## config.mk

```make
export PLATFORM = sky130hd
export DESIGN_NAME = digital_clock_top
export DESIGN_NICKNAME = d
export VERILOG_FILES = /design/src/common/clock_pkg.sv /design/src/hw/tick_gen.sv /design/src/hw/switch_ctrl.sv /design/src/timekeep/time_counter.sv /design/src/timekeep/alarm_unit.sv /design/src/display/seg_display.sv /design/src/hw/digital_clock_top.sv
export SDC_FILE = /design/constraint.sdc
export NUM_CORES = 1
export LEC_CHECK = 0
export BUFFER_PORTS_ARGS = -buffer_cell sky130_fd_sc_hd__buf_2
export CAP_MARGIN = 10
export CORE_ASPECT_RATIO = 0.75
export CORE_MARGIN = 10
export CORE_UTILIZATION = 45
export CTS_CLUSTER_DIAMETER = 60
export DETAILED_ROUTE_END_ITERATION = 10
export GPL_ROUTABILITY_DRIVEN = 0
export PLACE_DENSITY = 0.68
export RECOVER_POWER = 50
export SYNTH_ARGS = -nofsm -noshare
export SYNTH_HDL_FRONTEND = slang
export SYNTH_SLANG_ARGS = --single-unit
```

## constraint.sdc

```tcl
create_clock -name clk -period 5.4 [get_ports clk]
set_clock_uncertainty 0.2 [all_clocks]
set_input_delay 1.08 -clock clk [delete_from_list [all_inputs] [get_ports clk]]
set_output_delay 1.08 -clock clk [all_outputs]
set_load 0.005 [all_outputs]
```

## src/common/clock_pkg.sv

```systemverilog
`default_nettype none

package clock_pkg;

	// ----------------------------------------------------------------------
	// widths and limits
	// ----------------------------------------------------------------------
	localparam int TIME_W     = 6;	// one minutes or seconds field
	localparam int DIGIT_W    = 4;	// bcd digit
	localparam int SEG_W      = 7;
	localparam int NUM_DIGITS = 6;	// display positions

	localparam logic [TIME_W-1:0] TIME_MAX = 6'd59;	// last value before wrap

	// divider defaults, 50 MHz board clock
	localparam int SEC_DIV_DEFAULT  = 50_000_000;	// 1 Hz
	localparam int SCAN_DIV_DEFAULT = 50_000;	// 1 kHz scan step
	localparam int DB_DIV_DEFAULT   = 250_000;	// 5 ms button sample

	// ----------------------------------------------------------------------
	// modes and field positions
	// ----------------------------------------------------------------------
	typedef enum logic [1:0] {
		MODE_CLOCK = 2'd0,
		MODE_SET   = 2'd1,
		MODE_ALARM = 2'd2
	} mode_t;

	typedef enum logic {
		POS_SEC = 1'b0,
		POS_MIN = 1'b1
	} pos_t;

	// segment a at bit 6 down to g at bit 0, active high
	localparam logic [SEG_W-1:0] SEG_PATTERNS [10] = '{
		7'b111_1110,	// 0
		7'b011_0000,	// 1
		7'b110_1101,	// 2
		7'b111_1001,	// 3
		7'b011_0011,	// 4
		7'b101_1011,	// 5
		7'b101_1111,	// 6
		7'b111_0000,	// 7
		7'b111_1111,	// 8
		7'b111_0011	// 9
	};

	localparam logic [SEG_W-1:0] SEG_BLANK = 7'b000_0000;

endpackage

`default_nettype wire

```

## src/hw/tick_gen.sv

```systemverilog
`timescale 1ns/1ns
`default_nettype none

module tick_gen #(
	parameter int SEC_DIV  = clock_pkg::SEC_DIV_DEFAULT,
	parameter int SCAN_DIV = clock_pkg::SCAN_DIV_DEFAULT,
	parameter int DB_DIV   = clock_pkg::DB_DIV_DEFAULT
) (
	input  logic clk,
	input  logic rst_n,
	output logic o_sec_tick,
	output logic o_scan_tick,
	output logic o_db_tick
);

	// divisors side by side, 32 bits each: sec, scan, debounce
	localparam logic [95:0] DIVS = {32'(DB_DIV), 32'(SCAN_DIV), 32'(SEC_DIV)};

	for (genvar g = 0; g < 3; g++) begin : g_div
		localparam logic [31:0] DIV = DIVS[g*32 +: 32];

		logic [31:0] cnt;
		logic        tick;	// one clk wide

		// tick comes in the DIV-th cycle, then every DIV cycles
		always_ff @(posedge clk or negedge rst_n) begin
			if (!rst_n) begin
				cnt  <= '0;
				tick <= 1'b0;
			end else if (cnt == DIV - 32'd1) begin
				cnt  <= '0;
				tick <= 1'b1;
			end else begin
				cnt  <= cnt + 32'd1;
				tick <= 1'b0;
			end
		end
	end

	assign o_sec_tick  = g_div[0].tick;
	assign o_scan_tick = g_div[1].tick;
	assign o_db_tick   = g_div[2].tick;

endmodule

`default_nettype wire

```

## src/hw/switch_ctrl.sv

```systemverilog
`timescale 1ns/1ns
`default_nettype none

module switch_ctrl (
	input  logic             clk,
	input  logic             rst_n,
	input  logic             i_db_tick,
	input  logic             i_btn_mode,
	input  logic             i_btn_pos,
	input  logic             i_btn_inc,
	input  logic             i_btn_alarm,
	output clock_pkg::mode_t o_mode,
	output clock_pkg::pos_t  o_pos,
	output logic             o_alarm_en,
	output logic             o_inc_pulse
);

	logic [3:0] btn;	// alarm, inc, pos, mode
	logic [3:0] smp_new;
	logic [3:0] smp_old;
	logic [3:0] stable;
	logic [3:0] stable_q;
	logic [3:0] press;

	assign btn = {i_btn_alarm, i_btn_inc, i_btn_pos, i_btn_mode};

	// ----------------------------------------------------------------------
	// debounce, two samples per button on the slow tick
	// ----------------------------------------------------------------------
	always_ff @(posedge clk or negedge rst_n) begin
		if (!rst_n) begin
			smp_new <= '0;
			smp_old <= '0;
		end else if (i_db_tick) begin
			smp_new <= btn;
			smp_old <= smp_new;
		end
	end

	assign stable = smp_new & smp_old;	// high for two samples in a row

	always_ff @(posedge clk or negedge rst_n) begin
		if (!rst_n) begin
			stable_q <= '0;
		end else begin
			stable_q <= stable;
		end
	end

	assign press = stable & ~stable_q;	// single cycle per press

	// ----------------------------------------------------------------------
	// mode, position and alarm enable state
	// ----------------------------------------------------------------------
	always_ff @(posedge clk or negedge rst_n) begin
		if (!rst_n) begin
			o_mode      <= clock_pkg::MODE_CLOCK;
			o_pos       <= clock_pkg::POS_SEC;
			o_alarm_en  <= 1'b0;
			o_inc_pulse <= 1'b0;
		end else begin
			if (press[0]) begin
				case (o_mode)
					clock_pkg::MODE_CLOCK: o_mode <= clock_pkg::MODE_SET;
					clock_pkg::MODE_SET:   o_mode <= clock_pkg::MODE_ALARM;
					default:               o_mode <= clock_pkg::MODE_CLOCK;
				endcase
			end
			if (press[1]) begin
				o_pos <= (o_pos == clock_pkg::POS_SEC) ? clock_pkg::POS_MIN
					: clock_pkg::POS_SEC;
			end
			if (press[3]) begin
				o_alarm_en <= ~o_alarm_en;	// on/off toggle
			end
			o_inc_pulse <= press[2];	// lines up with the state changes
		end
	end

endmodule

`default_nettype wire

```

## src/timekeep/time_counter.sv

```systemverilog
`timescale 1ns/1ns
`default_nettype none

module time_counter (
	input  logic                         clk,
	input  logic                         rst_n,
	input  logic                         i_sec_tick,
	input  clock_pkg::mode_t             i_mode,
	input  clock_pkg::pos_t              i_pos,
	input  logic                         i_inc_pulse,
	output logic [clock_pkg::TIME_W-1:0] o_sec,
	output logic [clock_pkg::TIME_W-1:0] o_min
);

	logic                         sec_last;
	logic                         min_last;
	logic [clock_pkg::TIME_W-1:0] sec_nxt;
	logic [clock_pkg::TIME_W-1:0] min_nxt;

	// next value of each field, 59 wraps to 0
	assign sec_last = (o_sec == clock_pkg::TIME_MAX);
	assign min_last = (o_min == clock_pkg::TIME_MAX);
	assign sec_nxt  = sec_last ? '0 : o_sec + 1'b1;
	assign min_nxt  = min_last ? '0 : o_min + 1'b1;

	always_ff @(posedge clk or negedge rst_n) begin
		if (!rst_n) begin
			o_sec <= '0;
			o_min <= '0;
		end else if (i_mode == clock_pkg::MODE_SET) begin
			// clock stands still, button steps one field, no carry
			if (i_inc_pulse) begin
				if (i_pos == clock_pkg::POS_SEC) begin
					o_sec <= sec_nxt;
				end else begin
					o_min <= min_nxt;
				end
			end
		end else if (i_sec_tick) begin
			o_sec <= sec_nxt;
			if (sec_last) begin
				o_min <= min_nxt;	// carry on the same tick
			end
		end
	end

endmodule

`default_nettype wire

```

## src/timekeep/alarm_unit.sv

```systemverilog
`timescale 1ns/1ns
`default_nettype none

module alarm_unit (
	input  logic                         clk,
	input  logic                         rst_n,
	input  clock_pkg::mode_t             i_mode,
	input  clock_pkg::pos_t              i_pos,
	input  logic                         i_inc_pulse,
	input  logic                         i_alarm_en,
	input  logic [clock_pkg::TIME_W-1:0] i_sec,
	input  logic [clock_pkg::TIME_W-1:0] i_min,
	output logic [clock_pkg::TIME_W-1:0] o_alm_sec,
	output logic [clock_pkg::TIME_W-1:0] o_alm_min,
	output logic                         o_alarm
);

	logic                         step;
	logic                         hit;
	logic [clock_pkg::TIME_W-1:0] alm_sec_nxt;
	logic [clock_pkg::TIME_W-1:0] alm_min_nxt;

	assign step        = i_inc_pulse && (i_mode == clock_pkg::MODE_ALARM);
	assign alm_sec_nxt = (o_alm_sec == clock_pkg::TIME_MAX) ? '0 : o_alm_sec + 1'b1;
	assign alm_min_nxt = (o_alm_min == clock_pkg::TIME_MAX) ? '0 : o_alm_min + 1'b1;

	// ----------------------------------------------------------------------
	// alarm time registers
	// ----------------------------------------------------------------------
	always_ff @(posedge clk or negedge rst_n) begin
		if (!rst_n) begin
			o_alm_sec <= '0;
			o_alm_min <= '0;
		end else if (step) begin
			if (i_pos == clock_pkg::POS_SEC) begin
				o_alm_sec <= alm_sec_nxt;
			end else begin
				o_alm_min <= alm_min_nxt;
			end
		end
	end

	// clock time meets alarm time
	assign hit = (i_sec == o_alm_sec) && (i_min == o_alm_min);

	// latched until the enable drops
	always_ff @(posedge clk or negedge rst_n) begin
		if (!rst_n) begin
			o_alarm <= 1'b0;
		end else begin
			o_alarm <= i_alarm_en & (hit | o_alarm);
		end
	end

endmodule

`default_nettype wire

```

## src/display/seg_display.sv

```systemverilog
`timescale 1ns/1ns
`default_nettype none

module seg_display (
	input  logic                             clk,
	input  logic                             rst_n,
	input  logic                             i_scan_tick,
	input  clock_pkg::mode_t                 i_mode,
	input  logic [clock_pkg::TIME_W-1:0]     i_sec,
	input  logic [clock_pkg::TIME_W-1:0]     i_min,
	input  logic [clock_pkg::TIME_W-1:0]     i_alm_sec,
	input  logic [clock_pkg::TIME_W-1:0]     i_alm_min,
	output logic [clock_pkg::SEG_W-1:0]      o_seg,
	output logic [clock_pkg::NUM_DIGITS-1:0] o_seg_enb
);

	logic [clock_pkg::TIME_W-1:0]               show_sec;
	logic [clock_pkg::TIME_W-1:0]               show_min;
	logic [clock_pkg::DIGIT_W-1:0]              sec_ones;
	logic [clock_pkg::DIGIT_W-1:0]              sec_tens;
	logic [clock_pkg::DIGIT_W-1:0]              min_ones;
	logic [clock_pkg::DIGIT_W-1:0]              min_tens;
	logic [$clog2(clock_pkg::NUM_DIGITS)-1:0]   scan_idx;
	logic [clock_pkg::SEG_W-1:0]                seg_nxt;
	logic [clock_pkg::NUM_DIGITS-1:0]           enb_nxt;

	// ----------------------------------------------------------------------
	// time source and tens/units split
	// ----------------------------------------------------------------------
	assign show_sec = (i_mode == clock_pkg::MODE_ALARM) ? i_alm_sec : i_sec;
	assign show_min = (i_mode == clock_pkg::MODE_ALARM) ? i_alm_min : i_min;

	assign sec_ones = clock_pkg::DIGIT_W'(show_sec % 10);
	assign sec_tens = clock_pkg::DIGIT_W'(show_sec / 10);
	assign min_ones = clock_pkg::DIGIT_W'(show_min % 10);
	assign min_tens = clock_pkg::DIGIT_W'(show_min / 10);

	// ----------------------------------------------------------------------
	// scan position 0..5
	// ----------------------------------------------------------------------
	always_ff @(posedge clk or negedge rst_n) begin
		if (!rst_n) begin
			scan_idx <= '0;
		end else if (i_scan_tick) begin
			if (scan_idx == clock_pkg::NUM_DIGITS - 1) begin
				scan_idx <= '0;
			end else begin
				scan_idx <= scan_idx + 1'b1;
			end
		end
	end

	// digit for the current position, upper two stay dark
	always_comb begin
		case (scan_idx)
			3'd0:    seg_nxt = clock_pkg::SEG_PATTERNS[sec_ones];
			3'd1:    seg_nxt = clock_pkg::SEG_PATTERNS[sec_tens];
			3'd2:    seg_nxt = clock_pkg::SEG_PATTERNS[min_ones];
			3'd3:    seg_nxt = clock_pkg::SEG_PATTERNS[min_tens];
			default: seg_nxt = clock_pkg::SEG_BLANK;
		endcase
	end

	assign enb_nxt = ~(clock_pkg::NUM_DIGITS'(1) << scan_idx);	// common cathode, low = on

	// pattern and enable leave in the same cycle
	always_ff @(posedge clk or negedge rst_n) begin
		if (!rst_n) begin
			o_seg     <= clock_pkg::SEG_PATTERNS[0];
			o_seg_enb <= ~clock_pkg::NUM_DIGITS'(1);
		end else begin
			o_seg     <= seg_nxt;
			o_seg_enb <= enb_nxt;
		end
	end

endmodule

`default_nettype wire

```

## src/hw/digital_clock_top.sv

```systemverilog
`timescale 1ns/1ns
`default_nettype none

module digital_clock_top #(
	parameter int SEC_DIV  = clock_pkg::SEC_DIV_DEFAULT,
	parameter int SCAN_DIV = clock_pkg::SCAN_DIV_DEFAULT,
	parameter int DB_DIV   = clock_pkg::DB_DIV_DEFAULT
) (
	input  logic                             clk,
	input  logic                             rst_n,
	input  logic                             i_btn_mode,
	input  logic                             i_btn_pos,
	input  logic                             i_btn_inc,
	input  logic                             i_btn_alarm,
	output logic [clock_pkg::SEG_W-1:0]      o_seg,
	output logic [clock_pkg::NUM_DIGITS-1:0] o_seg_enb,
	output logic                             o_alarm
);

	logic                         sec_tick;
	logic                         scan_tick;
	logic                         db_tick;
	clock_pkg::mode_t             mode;
	clock_pkg::pos_t              pos;
	logic                         alarm_en;
	logic                         inc_pulse;
	logic [clock_pkg::TIME_W-1:0] clk_sec;
	logic [clock_pkg::TIME_W-1:0] clk_min;
	logic [clock_pkg::TIME_W-1:0] alm_sec;
	logic [clock_pkg::TIME_W-1:0] alm_min;

	tick_gen #(
		.SEC_DIV  (SEC_DIV),
		.SCAN_DIV (SCAN_DIV),
		.DB_DIV   (DB_DIV)
	) u_tick (
		.clk         (clk),
		.rst_n       (rst_n),
		.o_sec_tick  (sec_tick),
		.o_scan_tick (scan_tick),
		.o_db_tick   (db_tick)
	);

	switch_ctrl u_ctrl (
		.clk         (clk),
		.rst_n       (rst_n),
		.i_db_tick   (db_tick),
		.i_btn_mode  (i_btn_mode),
		.i_btn_pos   (i_btn_pos),
		.i_btn_inc   (i_btn_inc),
		.i_btn_alarm (i_btn_alarm),
		.o_mode      (mode),
		.o_pos       (pos),
		.o_alarm_en  (alarm_en),
		.o_inc_pulse (inc_pulse)
	);

	// running clock
	time_counter u_time (
		.clk         (clk),
		.rst_n       (rst_n),
		.i_sec_tick  (sec_tick),
		.i_mode      (mode),
		.i_pos       (pos),
		.i_inc_pulse (inc_pulse),
		.o_sec       (clk_sec),
		.o_min       (clk_min)
	);

	alarm_unit u_alarm (
		.clk         (clk),
		.rst_n       (rst_n),
		.i_mode      (mode),
		.i_pos       (pos),
		.i_inc_pulse (inc_pulse),
		.i_alarm_en  (alarm_en),
		.i_sec       (clk_sec),
		.i_min       (clk_min),
		.o_alm_sec   (alm_sec),
		.o_alm_min   (alm_min),
		.o_alarm     (o_alarm)
	);

	seg_display u_disp (
		.clk         (clk),
		.rst_n       (rst_n),
		.i_scan_tick (scan_tick),
		.i_mode      (mode),
		.i_sec       (clk_sec),
		.i_min       (clk_min),
		.i_alm_sec   (alm_sec),
		.i_alm_min   (alm_min),
		.o_seg       (o_seg),
		.o_seg_enb   (o_seg_enb)
	);

endmodule

`default_nettype wire

```

== Yosys cells after proc, flatten, opt, wreduce, memory -nomap -nowiden ==
Memories as Yosys holds them, arrays and structs flattened.
Cells that the tools add are included.

* Word-level logic and storage cells: 115
* Memories: 4
* Bits in writable memories: 0
* Latch bits: 0
* Memory bits (read-only): 448
* Output and inout bits: 14
* Register bits: 157
* Input bits: 6

{| class="wikitable"
|+ Memory list
! name !! words !! bits a word !! read ports !! clocked after memory_dff !! write ports !! RTL line !! source
|-
| (name not given) || 16 || 7 || 1 || 0 || 0 || seg_display.sv:56 || <nowiki>3'd0: seg_nxt = clock_pkg::SEG_PATTERNS[sec_ones];</nowiki>
|-
| (name not given) || 16 || 7 || 1 || 0 || 0 || seg_display.sv:57 || <nowiki>3'd1: seg_nxt = clock_pkg::SEG_PATTERNS[sec_tens];</nowiki>
|-
| (name not given) || 16 || 7 || 1 || 0 || 0 || seg_display.sv:58 || <nowiki>3'd2: seg_nxt = clock_pkg::SEG_PATTERNS[min_ones];</nowiki>
|-
| (name not given) || 16 || 7 || 1 || 0 || 0 || seg_display.sv:59 || <nowiki>3'd3: seg_nxt = clock_pkg::SEG_PATTERNS[min_tens];</nowiki>
|}

* Mux-type cells: 33
* Multipliers: 0
* Order comparisons: 4
* Divide/modulo/power cells: 4
* Bitwise logic cells: 12
* Equal/unequal tests: 18
* Add/sub/neg operators: 8
* Reductions and logical operators: 10
* Shift-type cells: 1

{| class="wikitable"
|+ Operators with widths
! cell !! number
|-
| adder 32 x 1 -> 32 bit (second input constant) || 3
|-
| 2-to-1 mux 32 bit || 3
|-
| 2-to-1 mux 6 bit || 15
|-
| divider 6 x 4 -> 32 bit (second input constant) || 2
|-
| modulo 6 x 4 -> 32 bit (second input constant) || 2
|-
| 2-to-1 mux 7 bit || 8
|-
| equality test 32 x 16 -> 1 bit (second input constant) || 1
|-
| equality test 32 x 18 -> 1 bit (second input constant) || 1
|-
| equality test 32 x 26 -> 1 bit (second input constant) || 1
|-
| one-hot mux 7 bit (4 select lines) || 1
|-
| adder 6 x 1 -> 6 bit (second input constant) || 4
|-
| equality test 6 bit (second input constant) || 4
|-
| greater-or-equal comparator 5 bit (second input constant) || 4
|-
| inverter 4 -> 5 bit || 4
|-
| equality test 6 bit || 2
|-
| AND 4 bit || 2
|-
| equality test 3 x 2 -> 1 bit (second input constant) || 2
|-
| inverter 6 bit || 1
|-
| left shift 1 x 3 -> 6 bit (first input constant) || 1
|-
| 2-to-1 mux 1 bit || 4
|-
| != test 2 x 1 -> 1 bit (second input constant) || 2
|-
| inverter 4 bit || 1
|-
| one-hot mux 2 bit (2 select lines) || 1
|-
| AND reduction 2 bit || 2
|-
| other kinds (16) || 19
|}

== Logic depth before layout (Yosys ltp) ==
Gate-level depths: netlist of run 1.

* Depth in word-level cells: 8
* Gate-level depth with buffers: 22
* Gate-level depth less buffers: 21

== Cells and area by module ==
A second synthesis of run 1 with hierarchy kept.

* Cell total of the unflattened synthesis: 969
* Area, all modules: 9496.6 um2

{| class="wikitable"
|+ Modules (own cells, without submodules)
! module !! area each (um2) !! cells an instance !! instances !! sequential area each (um2)
|-
| tick_gen || 4705.8 || 449 || 1 || 2477.4
|-
| seg_display || 2673.8 || 330 || 1 || 414.1
|-
| alarm_unit || 808.3 || 85 || 1 || 325.3
|-
| time_counter || 681.9 || 65 || 1 || 300.3
|-
| switch_ctrl || 626.9 || 40 || 1 || 425.4
|}

== Worst setup path after synthesis of run 1 ==
No wires, ideal clock.

* Path type: register to register
* From: reg u_ctrl.o_mode[0]
* To: reg u_disp.o_seg[0] (netlist name)
* Path slack: 0.736 ns
* Library setup time: 0.138 ns
* Buffers on the path: 1
* Arrival time: 4.326 ns
* Cell stages (with the launch flop): 20
* Data required time: 5.062 ns
* Cell sequence: dfrtp_1 > nand2b_1 > buf_4 > mux2i_2 > ha_1 > inv_1 > ha_1 > nand2b_1 > or2_2 > o221ai_1 > o211ai_2 > nor3_1 > o22a_1 > nand2_1 > inv_1 > xnor2_1 > ha_1 > or3b_2 > a21oi_1 > o22ai_1

* Longest elaborated chain between the ends: 8
* Elaborated cells between the ends (all ways): 24
* Classes of those cells: div: 4; eq/ne: 1; mux: 11; bitwise: 4; memory: 4

{| class="wikitable"
|+ Ends and longest elaborated chain
! what !! RTL line !! source
|-
| start: declaration || switch_ctrl.sv:12 || <nowiki>output clock_pkg::mode_t o_mode,</nowiki>
|-
| start signal: assignment || switch_ctrl.sv:57 || <nowiki>o_mode <= clock_pkg::MODE_CLOCK;</nowiki>
|-
| start signal: assignment || switch_ctrl.sv:64 || <nowiki>clock_pkg::MODE_CLOCK: o_mode <= clock_pkg::MODE_SET;</nowiki>
|-
| start signal: assignment || switch_ctrl.sv:65 || <nowiki>clock_pkg::MODE_SET: o_mode <= clock_pkg::MODE_ALARM;</nowiki>
|-
| equality test 2 bit (*) || seg_display.sv:30, seg_display.sv:31 ||
|-
| 2-to-1 mux 6 bit (on tied branches) || seg_display.sv:31, seg_display.sv:30 ||
|-
| divider 6 x 4 -> 32 bit, or another cell as far along || seg_display.sv:36 || <nowiki>assign min_tens = clock_pkg::DIGIT_W'(show_min / 10);</nowiki>
|-
| inverter 4 -> 5 bit (on tied branches) || -- ||
|-
| memory (16 x 7 bit) (on tied branches) || -- ||
|-
| 2-to-1 mux 7 bit (on tied branches) (2 in series) || -- ||
|-
| one-hot mux 7 bit (4 select lines) (*) || seg_display.sv:55 || <nowiki>case (scan_idx)</nowiki>
|-
| net u_disp.seg_nxt (one bit) || seg_display.sv:24 || <nowiki>logic [clock_pkg::SEG_W-1:0] seg_nxt;</nowiki>
|-
| end signal: assignment || seg_display.sv:69 || <nowiki>o_seg <= clock_pkg::SEG_PATTERNS[0];</nowiki>
|-
| end signal: assignment || seg_display.sv:72 || <nowiki>o_seg <= seg_nxt;</nowiki>
|-
| end: declaration || seg_display.sv:13 || <nowiki>output logic [clock_pkg::SEG_W-1:0] o_seg,</nowiki>
|}

The timed path passes the listed nets; every way through them passes the cells marked *. The select of a mux whose other input is x is not followed.
A chain may end at the register's enable or synchronous reset.

== Final worst setup path of run 1 ==
* From: reg u_ctrl.o_mode[0]
* To: reg u_disp.o_seg[2] (netlist name)

Same word-level chain as after synthesis.

==> run metrics, run 1 <==
outcome=complete, but fails checks; violations in the final reports=max-capacitance violations, max-slew violations; clock transition at the registers of the reported paths=around 0.06 ns; Mapped Avg Cell Area=between 9 and 10 um^2; final-layout fill cell count=~1800; Synth Area in Simple Gates=0.2158; beginning of the worst register-to-register path=u_ctrl.o_mode[0]$_DFFE_PN0P_; most instantiated library cell after synthesis=sky130_fd_sc_hd__dfrtp_1; top-area cell type share of the netlist area=0.4056; library cell with the largest summed area after synthesis=sky130_fd_sc_hd__dfrtp_1; TritonCTS clock tree=done; routed wire length per instance=roughly 15 um; Worst Hold Depth=1; CP Data Required Time=between 5 and 6 ns; htree depth=4; power share of the sequential group=0.471; startpoint of the most critical hold path=u_ctrl.stable_q[2]$_DFF_PN0_; synthesized-area fraction occupied by xor and xnor cells=0.1079; switching part of the total=0.2053; DIE HEIGHT=142.5 um; power spent charging and discharging nets=~0.51 mW; start point of the critical path=u_ctrl.o_mode[0]$_DFFE_PN0P_; combinational family with the most area after synthesis=simple AND/OR/NAND/NOR gates; largest net degree at the start of global routing=94; final wirelength=approximately 19000 um; share of the clock period used by the worst path=0.9530; Die W=~180 um; IO Count=20; Worst-Margin Slew=around 2.2 ns; Via Count=a little under 7000; Clock Path Buffers=2; path type of the worst min-delay path=flip-flop to flip-flop; Maximum Capacitance Violations=2; layout overhead on the synthesized area=12.32%; count of warnings emitted by yosys=0; wire length of the first global-routing pass=~32000 um; Compound-Gate Fraction of Synth Area=0.1175; data arrival time of the worst path=between 5 and 6 ns; via count of the first global-routing pass=6586; total of flip-flops plus latches after synthesis=about 160; share of the yosys chip area belonging to registers=0.4376; leading cell types by total area after synthesis=sky130_fd_sc_hd__dfrtp_1 (41%), sky130_fd_sc_hd__xnor2_1 (6.9%), sky130_fd_sc_hd__ha_1 (5.6%); type of the setup path with the least slack=flip-flop to flip-flop; most frequently used flop master after synthesis=sky130_fd_sc_hd__dfrtp_1; proportion of register bits with asynchronous set or reset after synthesis=1.000; worst skew pair latency=about 0.42 ns; number of synthesized flops with an enable pin=0; post-synthesis instance area=about 9000 um^2; distinct cell type count of the synthesized netlist=just over 70; buffer type at the clock tree root=sky130_fd_sc_hd__clkbuf_16; post-route non-filler standard cell count=approximately 1200; final HPWL from detailed placement=approximately 13000 um; highest clock rate=just under 0.2 GHz; portion of netlist area occupied by mux cells=0.03625; total number of placement rows=44; total global-route track usage=0.1476; Floorplan Core Area=19490 um^2; length of the first detailed-routing pass in iterations=5; top cells by instance count after synthesis=sky130_fd_sc_hd__dfrtp_1 (146), sky130_fd_sc_hd__nand2_1 (93), sky130_fd_sc_hd__xnor2_1 (71), sky130_fd_sc_hd__nor2_1 (70), sky130_fd_sc_hd__nand3_1 (56); number of instances in the synthesized netlist=939; fraction of layout cells with a size suffix above 1=0.1250; Setup crit end kind=flip-flop; Comb power frac=0.010; final number of setup-violating endpoints=0; initial antenna violation count=0; Synth Area in Adders=0.05556; GRT overflow=0; nets=roughly 1000; final design instance area without fill=about 10000 um^2; standby leakage power=~4.5 nW; post-layout minimum cycle time=around 5.1 ns; Die Footprint=approximately 26000 um^2; cells on worst reg2reg path=15; net count after synthesis=985; initial core utilization=0.4622; standard cell area after detailed placement=9429 um^2; worst supply voltage drop on vdd=about 0.18 mV; buffers added on ports=19; final-report hold violation count=0; CP Max Fanout=10; Rel. slew slack=-0.4840; total power per unit cell area=246.8 nW/um^2; DRC violations left=0; total negative slack for setup checks=0 ns; final count of pins violating max slew=approximately 130; Placed Cells incl. Taps=1200; internal portion of total power=1.985 mW; Setup crit start kind=flip-flop; remaining number of nets flagged by the antenna check after routing=0; vias per cell=between 5 and 6; number of clock sinks seen by CTS=between 150 and 200; end-of-flow core utilization=0.5192; number of inserted diodes=0; number of clock buffers inserted by TritonCTS=17; quantity of hold-fixing buffers added after cts=0; starting DRC count in detailed routing=~620; clock network fraction of design power=0.519
-- logic make-up (layout without fill, tap and decap cells) --
logic type / Yosys count / after routing
simple gates: 382 / 382
flops: 157 / 157
compound gates: 154 / 154
xor+xnor: 111 / 111
buf+inv: 67 / 112
fa+ha+maj: 40 / 40
mux: 28 / 28
-- power by group through the flow --
stage                     clock [mW]  sequential [mW]  combinational (mW)
final                           1.30             1.18              0.0239
after global routing            1.38             1.18              0.0294
after CTS                       1.33             1.18              0.0269
after detailed placement           0             1.20              0.0270
after global placement             0             1.20              0.0270
after floorplan                    0             1.20           0.0000264
-- critical path, stage by stage (launching register included) --
cell                        delay (ns)
sky130_fd_sc_hd__dfrtp_1          0.49
sky130_fd_sc_hd__nor2b_4          0.28
sky130_fd_sc_hd__mux2_2           0.39
sky130_fd_sc_hd__ha_1             0.22
sky130_fd_sc_hd__or4b_2           0.66
sky130_fd_sc_hd__o311ai_0         0.13
sky130_fd_sc_hd__nand3_1          0.16
sky130_fd_sc_hd__o31a_1           0.16
sky130_fd_sc_hd__a21oi_1          0.26
sky130_fd_sc_hd__or2_2            0.19
sky130_fd_sc_hd__inv_1            0.07
sky130_fd_sc_hd__ha_1             0.36
sky130_fd_sc_hd__a2111oi_1        0.79
sky130_fd_sc_hd__o311ai_0         0.31
sky130_fd_sc_hd__o311a_1          0.22
sky130_fd_sc_hd__a31oi_1          0.18
-- sequential cells by signal, summed over array words and instances, names as in the netlist --
register and count:
u_ctrl.smp_new 4, u_ctrl.o_mode 2, u_ctrl.o_alarm_en 1, u_ctrl.o_pos 1
u_alarm.o_alm_sec 6, u_disp.o_seg_enb 6, u_disp.scan_idx 3, u_tick.o_sec_tick 1
u_time.o_sec 6, u_tick.o_db_tick 1, u_disp.o_seg 7, u_tick.g_div.cnt 96
u_ctrl.smp_old 4, u_alarm.o_alarm 1, u_time.o_min 6, u_ctrl.o_inc_pulse 1
u_ctrl.stable_q 4, u_alarm.o_alm_min 6, u_tick.o_scan_tick 1
-- worst paths after layout --
path	end	slack (ns)
min reg2reg	u_ctrl.o_inc_pulse$_DFF_PN0_	0.20
max reg2reg	u_disp.o_seg[2]$_DFF_PN1_	0.25
min in group asynchronous	u_tick.g_div[2].cnt[17]$_DFF_PN0_	1.09
max in group asynchronous	u_tick.g_div[1].cnt[27]$_DFF_PN0_	1.37
min	u_ctrl.o_inc_pulse$_DFF_PN0_	0.20
max	u_disp.o_seg[2]$_DFF_PN1_	0.25
-- layout make-up --
type	count	area [um^2]	area share
Clock buffer	21	460.4	0.04550
Clock inverter	11	181.4	0.01793
Inverter	44	165.2	0.01632
Multi-Input combinational cell	715	4836	0.4779
Sequential cell	157	3944	0.3898
Tap cell	253	316.6	0.03128
Timing Repair Buffer	36	215.2	0.02127
-- per-layer routing --
metal / vias to the layer above / GRT usage / wire length [um]
li1: 3403 / - / -
met1: 3350 / 0.2075 / 9639
met2: 110 / 0.2233 / 8225
met3: 11 / 0.03520 / 709
met4: 0 / 0.03787 / 149
met5: - / 0 / 0
-- cell usage in the layout (no fill, tap or decap), drive strengths merged, types with 13 or more instances in the layout --
master    n
and2     13
nor4     18
nor2     70
clkbuf   24
and3     21
xnor2    71
dfrtp   146
ha       40
nor3     32
nand2    93
o21ai    39
buf      33
mux2     18
nand3    56
xor2     40
a21oi    24
inv      46
nand4    21
-- stage by stage --
| step | hold slack, ns | power, mW | worst slack (ns) |
|---|---|---|---|
| after floorplan | 0.1777 | 1.198 | 0.7356 |
| after global placement | 0.1833 | 1.225 | 0.3173 |
| after detailed placement | 0.1951 | 1.225 | 0.2047 |
| after CTS | 0.2036 | 2.529 | 0.08780 |
| after global routing | 0.2369 | 2.581 | -0.05305 |
| final | 0.2021 | 2.497 | 0.2537 |
-- what timing repair did --
| item | CTS | global route |
|---|---|---|
| buffers inserted | 0 | 5 |
| resized for setup | 0 | 6 |
| endpoints found under the setup margin | 0 | 7 |
Power figures use the tool's default switching activity.
==> run 2: changes to the inputs <==
REMOVE_ABC_BUFFERS = 1   (was not set)
==> run 2 against run 1 <==
The flow still finishes with violations (max-capacitance violations, max-slew violations). Sequential share of layout area rose by 0.25 points. Register-to-register slack gained 0.15 ns. Design area is 0.67% lower. Global-route usage fell by 0.32 points. Setup slack improved by 0.15 ns. Count of clock-buffer cells in the layout decreased by 3. Wire length shrank 2.1%. Largest cell class unchanged.
==> run metrics, run 2 (synthesis gave the netlist of run 1 again) <==
outcome=complete, but fails checks; violations in the final reports=max-capacitance violations, max-slew violations; number of clock buffers inserted by TritonCTS=17 (unchanged); least setup slack across all paths after layout=0.4039 ns (+0.1502 ns); Via Count=6797 (-1.1%); CP Max Fanout=10 (unchanged); start point of the critical path=u_ctrl.o_mode[1]$_DFFE_PN0P_; DIE HEIGHT=142.5 um (unchanged); Maximum Capacitance Violations=1 (-1); end-of-flow core utilization=0.5157 (-0.003467); Worst-Margin Slew=3.710 ns (+1.483 ns); final-report hold violation count=0 (unchanged); nets=1011 (-0.59%); startpoint of the most critical hold path=u_ctrl.stable_q[2]$_DFF_PN0_; via count of the first global-routing pass=6303 (-4.3%); vias per cell=5.522 (-0.64%); Setup Slack @ Placement=0.3244 ns (+0.1197 ns); switching part of the total=0.2309 (+0.02553); remaining number of nets flagged by the antenna check after routing=0 (unchanged); final count of pins violating max slew=69 (-47%); length of the first detailed-routing pass in iterations=7 (+2); standard cell area after detailed placement=9434 um^2 (about the same); worst supply voltage drop on vdd=0.1575 mV (-14%); final design instance area without fill=10050 um^2 (-0.67%); most frequent standard cell in the layout excluding fill and tap cells=sky130_fd_sc_hd__dfrtp_1; IO Count=20 (unchanged); buffers added on ports=19 (unchanged); flip-flop count of the largest register after layout=96 (unchanged); fraction of layout cells with a size suffix above 1=0.1196 (-0.005368); post-layout minimum cycle time=4.996 ns (-0.1502 ns); wire length of the first global-routing pass=31180 um (-3.3%); RSZ-0062 raised after global routing=no; Setup crit start kind=flip-flop; reg-to-reg setup timing slack=0.40 ns (+0.15 ns); final-layout fill cell count=1815 (+2.3%); overall power after layout=2.446 mW (-2.1%); number of clock sinks seen by CTS=157 (unchanged); starting DRC count in detailed routing=493 (-20%); CP Data Required Time=5.55 ns (about the same); power share of the sequential group=0.481 (+0.010); path type of the worst min-delay path=flip-flop to flip-flop; DRC violations left=0 (unchanged); Placed Cells incl. Taps=1199 (-0.083%); clock network fraction of design power=0.509 (-0.010); highest clock rate=0.2002 GHz (+3.0%); routed wire length per instance=14.89 um (-1.6%); total global-route track usage=0.1444 (-0.003197); Setup crit end=u_disp.o_seg[2]$_DFF_PN1_; type of the setup path with the least slack=flip-flop to flip-flop; highest routed metal layer=met4; TritonCTS clock tree=done; initial antenna violation count=0 (unchanged); Rel. slew slack=-1.473 (-0.9890); largest registers=u_tick.g_div.cnt x96, u_disp.o_seg x7; power spent charging and discharging nets=0.5646 mW (+10%); buffer type at the clock tree root=sky130_fd_sc_hd__clkbuf_16; Register Area=3943 um^2 (about the same); WL met2=7792 um (-5.3%); cells on worst reg2reg path=17 (+2); final HPWL from detailed placement=12740 um (-3.4%); largest net degree at the start of global routing=90 (-4.3%); Die W=183.4 um (unchanged); GRT overflow=0 (unchanged); clock transition at the registers of the reported paths=0.07 ns (about the same); final wirelength=18330 um (-2.1%); Met3 Routed Length=646 um (-8.9%); total power per unit cell area=243.3 nW/um^2 (-1.4%); post-route non-filler standard cell count=1231 (-0.49%); layout overhead on the synthesized area=11.57%; htree depth=4 (unchanged); data arrival time of the worst path=5.15 ns (-0.14 ns); internal portion of total power=1.881 mW (-5.2%); share of the clock period used by the worst path=0.9252 (-0.02781); top library cells by usage in the layout, fill and taps aside=sky130_fd_sc_hd__dfrtp_1 (146), sky130_fd_sc_hd__nand2_1 (93), sky130_fd_sc_hd__xnor2_1 (71), sky130_fd_sc_hd__nor2_1 (70), sky130_fd_sc_hd__nand3_1 (56); Die Footprint=26140 um^2 (unchanged); standby leakage power=4.479 nW (-0.67%); wire length on met1=9659 um (+0.21%); final hold slack=0.1990 ns (-0.003088 ns); number of buffers inserted by post-CTS setup repair=0 (unchanged); end of the worst register-to-register path=u_disp.o_seg[2]$_DFF_PN1_; Floorplan Core Area=19490 um^2 (unchanged); initial core utilization=0.4622 (unchanged); Multi-input gate area=4833 um^2 (about the same); Setup crit end kind=flip-flop; Clock Path Buffers=2 (unchanged); worst skew pair latency=0.43 ns (about the same); final number of setup-violating endpoints=0 (unchanged); total negative slack for setup checks=0 ns (unchanged); beginning of the worst register-to-register path=u_ctrl.o_mode[1]$_DFFE_PN0P_; total number of placement rows=44 (unchanged); register ranked first by flip-flop count=u_tick.g_div.cnt; Comb power frac=0.010 (about the same); number of inserted diodes=0 (unchanged)
==> run 2: power groups by stage <==
| stage | combinational [mW] | clock (mW) | sequential (mW) |
|---|---|---|---|
| after floorplan | 0.0000264 | 0 | 1.20 |
| after global placement | 0.0278 | 0 | 1.20 |
| after detailed placement | 0.0279 | 0 | 1.20 |
| after CTS | 0.0278 | 1.27 | 1.18 |
| after global routing | 0.0308 | 1.32 | 1.18 |
| final | 0.0252 | 1.24 | 1.18 |
==> run 2: repair_timing <==
action	CTS	global route
hold endpoints to repair	0	0
endpoints found under the setup margin	0	5
resized for setup	0	4
hold buffers	0	0
==> run 2: worst min-delay path by stage <==
stage	to	slack (ns)	cells past startpoint
3_5_place_dp	u_ctrl.o_inc_pulse$_DFF_PN0_	0.19	1
6_report	u_ctrl.o_inc_pulse$_DFF_PN0_	0.20	1
5_1_grt	u_ctrl.o_inc_pulse$_DFF_PN0_	0.20	1
2_1_floorplan	u_ctrl.o_inc_pulse$_DFF_PN0_	0.18	1
4_1_cts	u_ctrl.o_inc_pulse$_DFF_PN0_	0.20	1
3_3_place_gp	u_ctrl.o_inc_pulse$_DFF_PN0_	0.19	1
==> run 2: final cells by class <==
type / instances / share of cell area
inverter: 44 / 0.01643
timing repair buffer: 30 / 0.01880
multi-input combinational: 715 / 0.4809
clock inverter: 14 / 0.01743
clock buffer: 18 / 0.04270
sequential: 157 / 0.3923
tap: 253 / 0.03150
==> run 2: metal layers <==
layer / vias up / track usage
li1: 3397 / -
met1: 3278 / 0.2113
met2: 104 / 0.2059
met3: 18 / 0.03291
met4: 0 / 0.04432
met5: - / 0
==> run 2: worst max-delay path, cell delays in order, from the launching register on <==
cell                       delay, ns
sky130_fd_sc_hd__dfrtp_1        0.47
sky130_fd_sc_hd__nor2b_4        0.25
sky130_fd_sc_hd__buf_4          0.19
sky130_fd_sc_hd__mux2_2         0.37
sky130_fd_sc_hd__ha_1           0.22
sky130_fd_sc_hd__or4b_2         0.66
sky130_fd_sc_hd__o311ai_0       0.12
sky130_fd_sc_hd__nand3_1        0.17
sky130_fd_sc_hd__o31ai_1        0.16
sky130_fd_sc_hd__nor3_1         0.16
sky130_fd_sc_hd__or2_2          0.34
sky130_fd_sc_hd__inv_1          0.12
sky130_fd_sc_hd__ha_1           0.32
sky130_fd_sc_hd__a211o_1        0.27
sky130_fd_sc_hd__a31oi_1        0.31
sky130_fd_sc_hd__o311ai_0       0.18
sky130_fd_sc_hd__o311a_1        0.19
sky130_fd_sc_hd__a31oi_1        0.19
==> run 3: changes to the inputs <==
clock period = 6.2 ns   (was 5.4 ns; I/O delays follow)
==> run 3 against run 2 <==
The run still ends with max-capacitance violations, max-slew violations left. Highest routed layer unchanged. Sequential share of layout area up 0.31 points. Sequential cell count is the same. First-iteration DRC count shrank 2.2%. Worst hold slack gained 0.00080 ns.
==> run metrics, run 3 (synthesis gave the netlist of run 1 again) <==
count of cell instances traversed by the critical path=16 (-1); power spent charging and discharging nets=0.5382 mW (-4.7%); most frequent standard cell in the layout excluding fill and tap cells=sky130_fd_sc_hd__dfrtp_1; Placed Cells incl. Taps=1193 (-0.50%); TritonCTS clock tree=done; initial antenna violation count=0 (unchanged); flip-flop count of the largest register after layout=96 (unchanged); largest registers=u_tick.g_div.cnt x96, u_disp.o_seg x7; Setup crit start kind=flip-flop; highest clock rate=0.1773 GHz (-11%); Multi-input gate area=4813 um^2 (-0.41%); cells on worst reg2reg path=16 (-1); path type of the worst min-delay path=flip-flop to flip-flop; starting DRC count in detailed routing=482 (-2.2%); number of clock buffers inserted by TritonCTS=17 (unchanged); Register Area=3943 um^2 (unchanged); CP Data Required Time=6.29 ns (+0.74 ns); Rel. slew slack=-1.175 (+0.2980); buffer type at the clock tree root=sky130_fd_sc_hd__clkbuf_16; buffers added on ports=19 (unchanged); final count of pins violating max slew=61 (-12%); top library cells by usage in the layout, fill and taps aside=sky130_fd_sc_hd__dfrtp_1 (146), sky130_fd_sc_hd__nand2_1 (93), sky130_fd_sc_hd__xnor2_1 (71), sky130_fd_sc_hd__nor2_1 (70), sky130_fd_sc_hd__nand3_1 (56); wire length of the first global-routing pass=31880 um (+2.2%); overall power after layout=2.115 mW (-14%); Clock Path Buffers=2 (unchanged); IO Count=20 (unchanged); type of the setup path with the least slack=flip-flop to flip-flop; nets=1005 (-0.59%); worst skew pair latency=0.44 ns (about the same); Setup crit end=u_disp.o_seg[0]$_DFF_PN0_; outcome=complete, but fails checks; Comb power frac=0.010 (about the same); beginning of the worst register-to-register path=u_ctrl.o_mode[1]$_DFFE_PN0P_; routed wire length per instance=14.99 um (+0.70%); total power per unit cell area=212.1 nW/um^2 (-13%); GRT overflow=0 (unchanged); reg-to-reg setup timing slack=0.56 ns (+0.16 ns); fraction of layout cells with a size suffix above 1=0.1101 (-0.009550); final hold slack=0.1998 ns (+0.0007960 ns); layout overhead on the synthesized area=10.69%; end of the worst register-to-register path=u_disp.o_seg[0]$_DFF_PN0_; htree depth=4 (unchanged); post-layout minimum cycle time=5.639 ns (+0.6433 ns); largest net degree at the start of global routing=61 (-32%); via count of the first global-routing pass=6495 (+3.0%); internal portion of total power=1.577 mW (-16%); final HPWL from detailed placement=12760 um (+0.14%); final number of setup-violating endpoints=0 (unchanged); initial core utilization=0.4622 (unchanged); clock transition at the registers of the reported paths=0.08 ns (about the same); number of buffer and inverter instances along the worst setup path=2 (unchanged); total global-route track usage=0.1468 (+0.002417); final wirelength=18370 um (+0.21%); start point of the critical path=u_ctrl.o_mode[1]$_DFFE_PN0P_; remaining number of nets flagged by the antenna check after routing=0 (unchanged); post-route non-filler standard cell count=1225 (-0.49%); number of inserted diodes=0 (unchanged); Floorplan Core Area=19490 um^2 (unchanged); slowest stage delay, CP=0.57 ns (-0.09 ns); CP Max Fanout=10 (unchanged); # resized after CTS=0 (unchanged); clock network fraction of design power=0.506 (-0.003); quantity of hold-fixing buffers added after cts=0 (unchanged); data arrival time of the worst path=5.73 ns (+0.58 ns); violations in the final reports=max-capacitance violations, max-slew violations; Worst Hold Depth=1 (unchanged); Setup crit end kind=flip-flop; number of clock sinks seen by CTS=157 (unchanged); Die Footprint=26140 um^2 (unchanged); DRC violations left=0 (unchanged); share of the clock period used by the worst path=0.9096 (-0.01562); final-layout fill cell count=1763 (-2.9%); power share of the sequential group=0.484 (+0.003); switching part of the total=0.2544 (+0.02358); Maximum Capacitance Violations=1 (unchanged); Worst-Margin Slew=3.263 ns (-0.4470 ns); register ranked first by flip-flop count=u_tick.g_div.cnt; length of the first detailed-routing pass in iterations=6 (-1); Die W=183.4 um (unchanged); worst supply voltage drop on vdd=0.1630 mV (+3.5%); number of buffers inserted by post-CTS setup repair=0 (unchanged); kind of cell adding the most delay to the critical path=compound AO/OA/AOI/OAI gates; standby leakage power=4.437 nW (-0.94%); total number of placement rows=44 (unchanged); library cell contributing the largest single delay on the critical path=sky130_fd_sc_hd__mux2i_1; total negative slack for setup checks=0 ns (unchanged); vias per cell=5.564 (+0.77%); cells along the critical path=nor2b_2, mux2i_1, inv_1, ha_1, a211oi_1, o31ai_1, or3_1, and2_1, o211ai_1, inv_1, xnor2_1, ha_1, o21ai_0, o211a_1, a211oi_1, o22ai_1; DIE HEIGHT=142.5 um (unchanged); RSZ-0062 raised after global routing=no; Via Count=6816 (+0.28%); final-report hold violation count=0 (unchanged)
## run 3: area by class of cell
cell class | count | area share
Multi-Input combinational cell | 715 | 0.4827
Sequential cell | 157 | 0.3954
Tap cell | 253 | 0.03174
Timing Repair Buffer | 24 | 0.01217
Clock buffer | 17 | 0.04266
Clock inverter | 15 | 0.01882
Inverter | 44 | 0.01656
## run 3: how the worst min path moves through the flow
stage	from	endpoint	slack, ns
2_1_floorplan	u_ctrl.stable_q[2]$_DFF_PN0_	u_ctrl.o_inc_pulse$_DFF_PN0_	0.18
3_3_place_gp	u_ctrl.stable_q[2]$_DFF_PN0_	u_ctrl.o_inc_pulse$_DFF_PN0_	0.19
3_5_place_dp	u_ctrl.stable_q[2]$_DFF_PN0_	u_ctrl.o_inc_pulse$_DFF_PN0_	0.19
4_1_cts	u_ctrl.stable_q[2]$_DFF_PN0_	u_ctrl.o_inc_pulse$_DFF_PN0_	0.21
5_1_grt	u_ctrl.stable_q[2]$_DFF_PN0_	u_ctrl.o_inc_pulse$_DFF_PN0_	0.22
6_report	u_ctrl.stable_q[2]$_DFF_PN0_	u_ctrl.o_inc_pulse$_DFF_PN0_	0.20
## run 3: power by group through the flow
stage               registers (mW)  logic (mW)  clock network, mW
floorplan                     1.04   0.0000232                  0
global placement              1.04      0.0241                  0
detailed placement            1.04      0.0240                  0
CTS                           1.02      0.0241               1.09
global route                  1.02      0.0258               1.13
finish                        1.02      0.0212               1.07
## run 3: through the flow
stage          utilization  setup WS, ns  instance area (um^2)
2_1_floorplan            -         1.267                  8910
3_3_place_gp        0.4811         1.047                  9376
3_5_place_dp        0.4811        0.8493                  9376
4_1_cts             0.5126        0.7319                  9990
5_1_grt             0.5117       0.07278                  9972
6_report            0.5117        0.5606                  9972
## run 3: routing by layer
layer  vias up  GRT usage  share of wire
li1       3390          -              -
met2       132     0.2254           0.45
met4         0    0.03614         0.0077
met3        13    0.03418          0.043
met1      3281     0.2047           0.50
met5         -          0              0
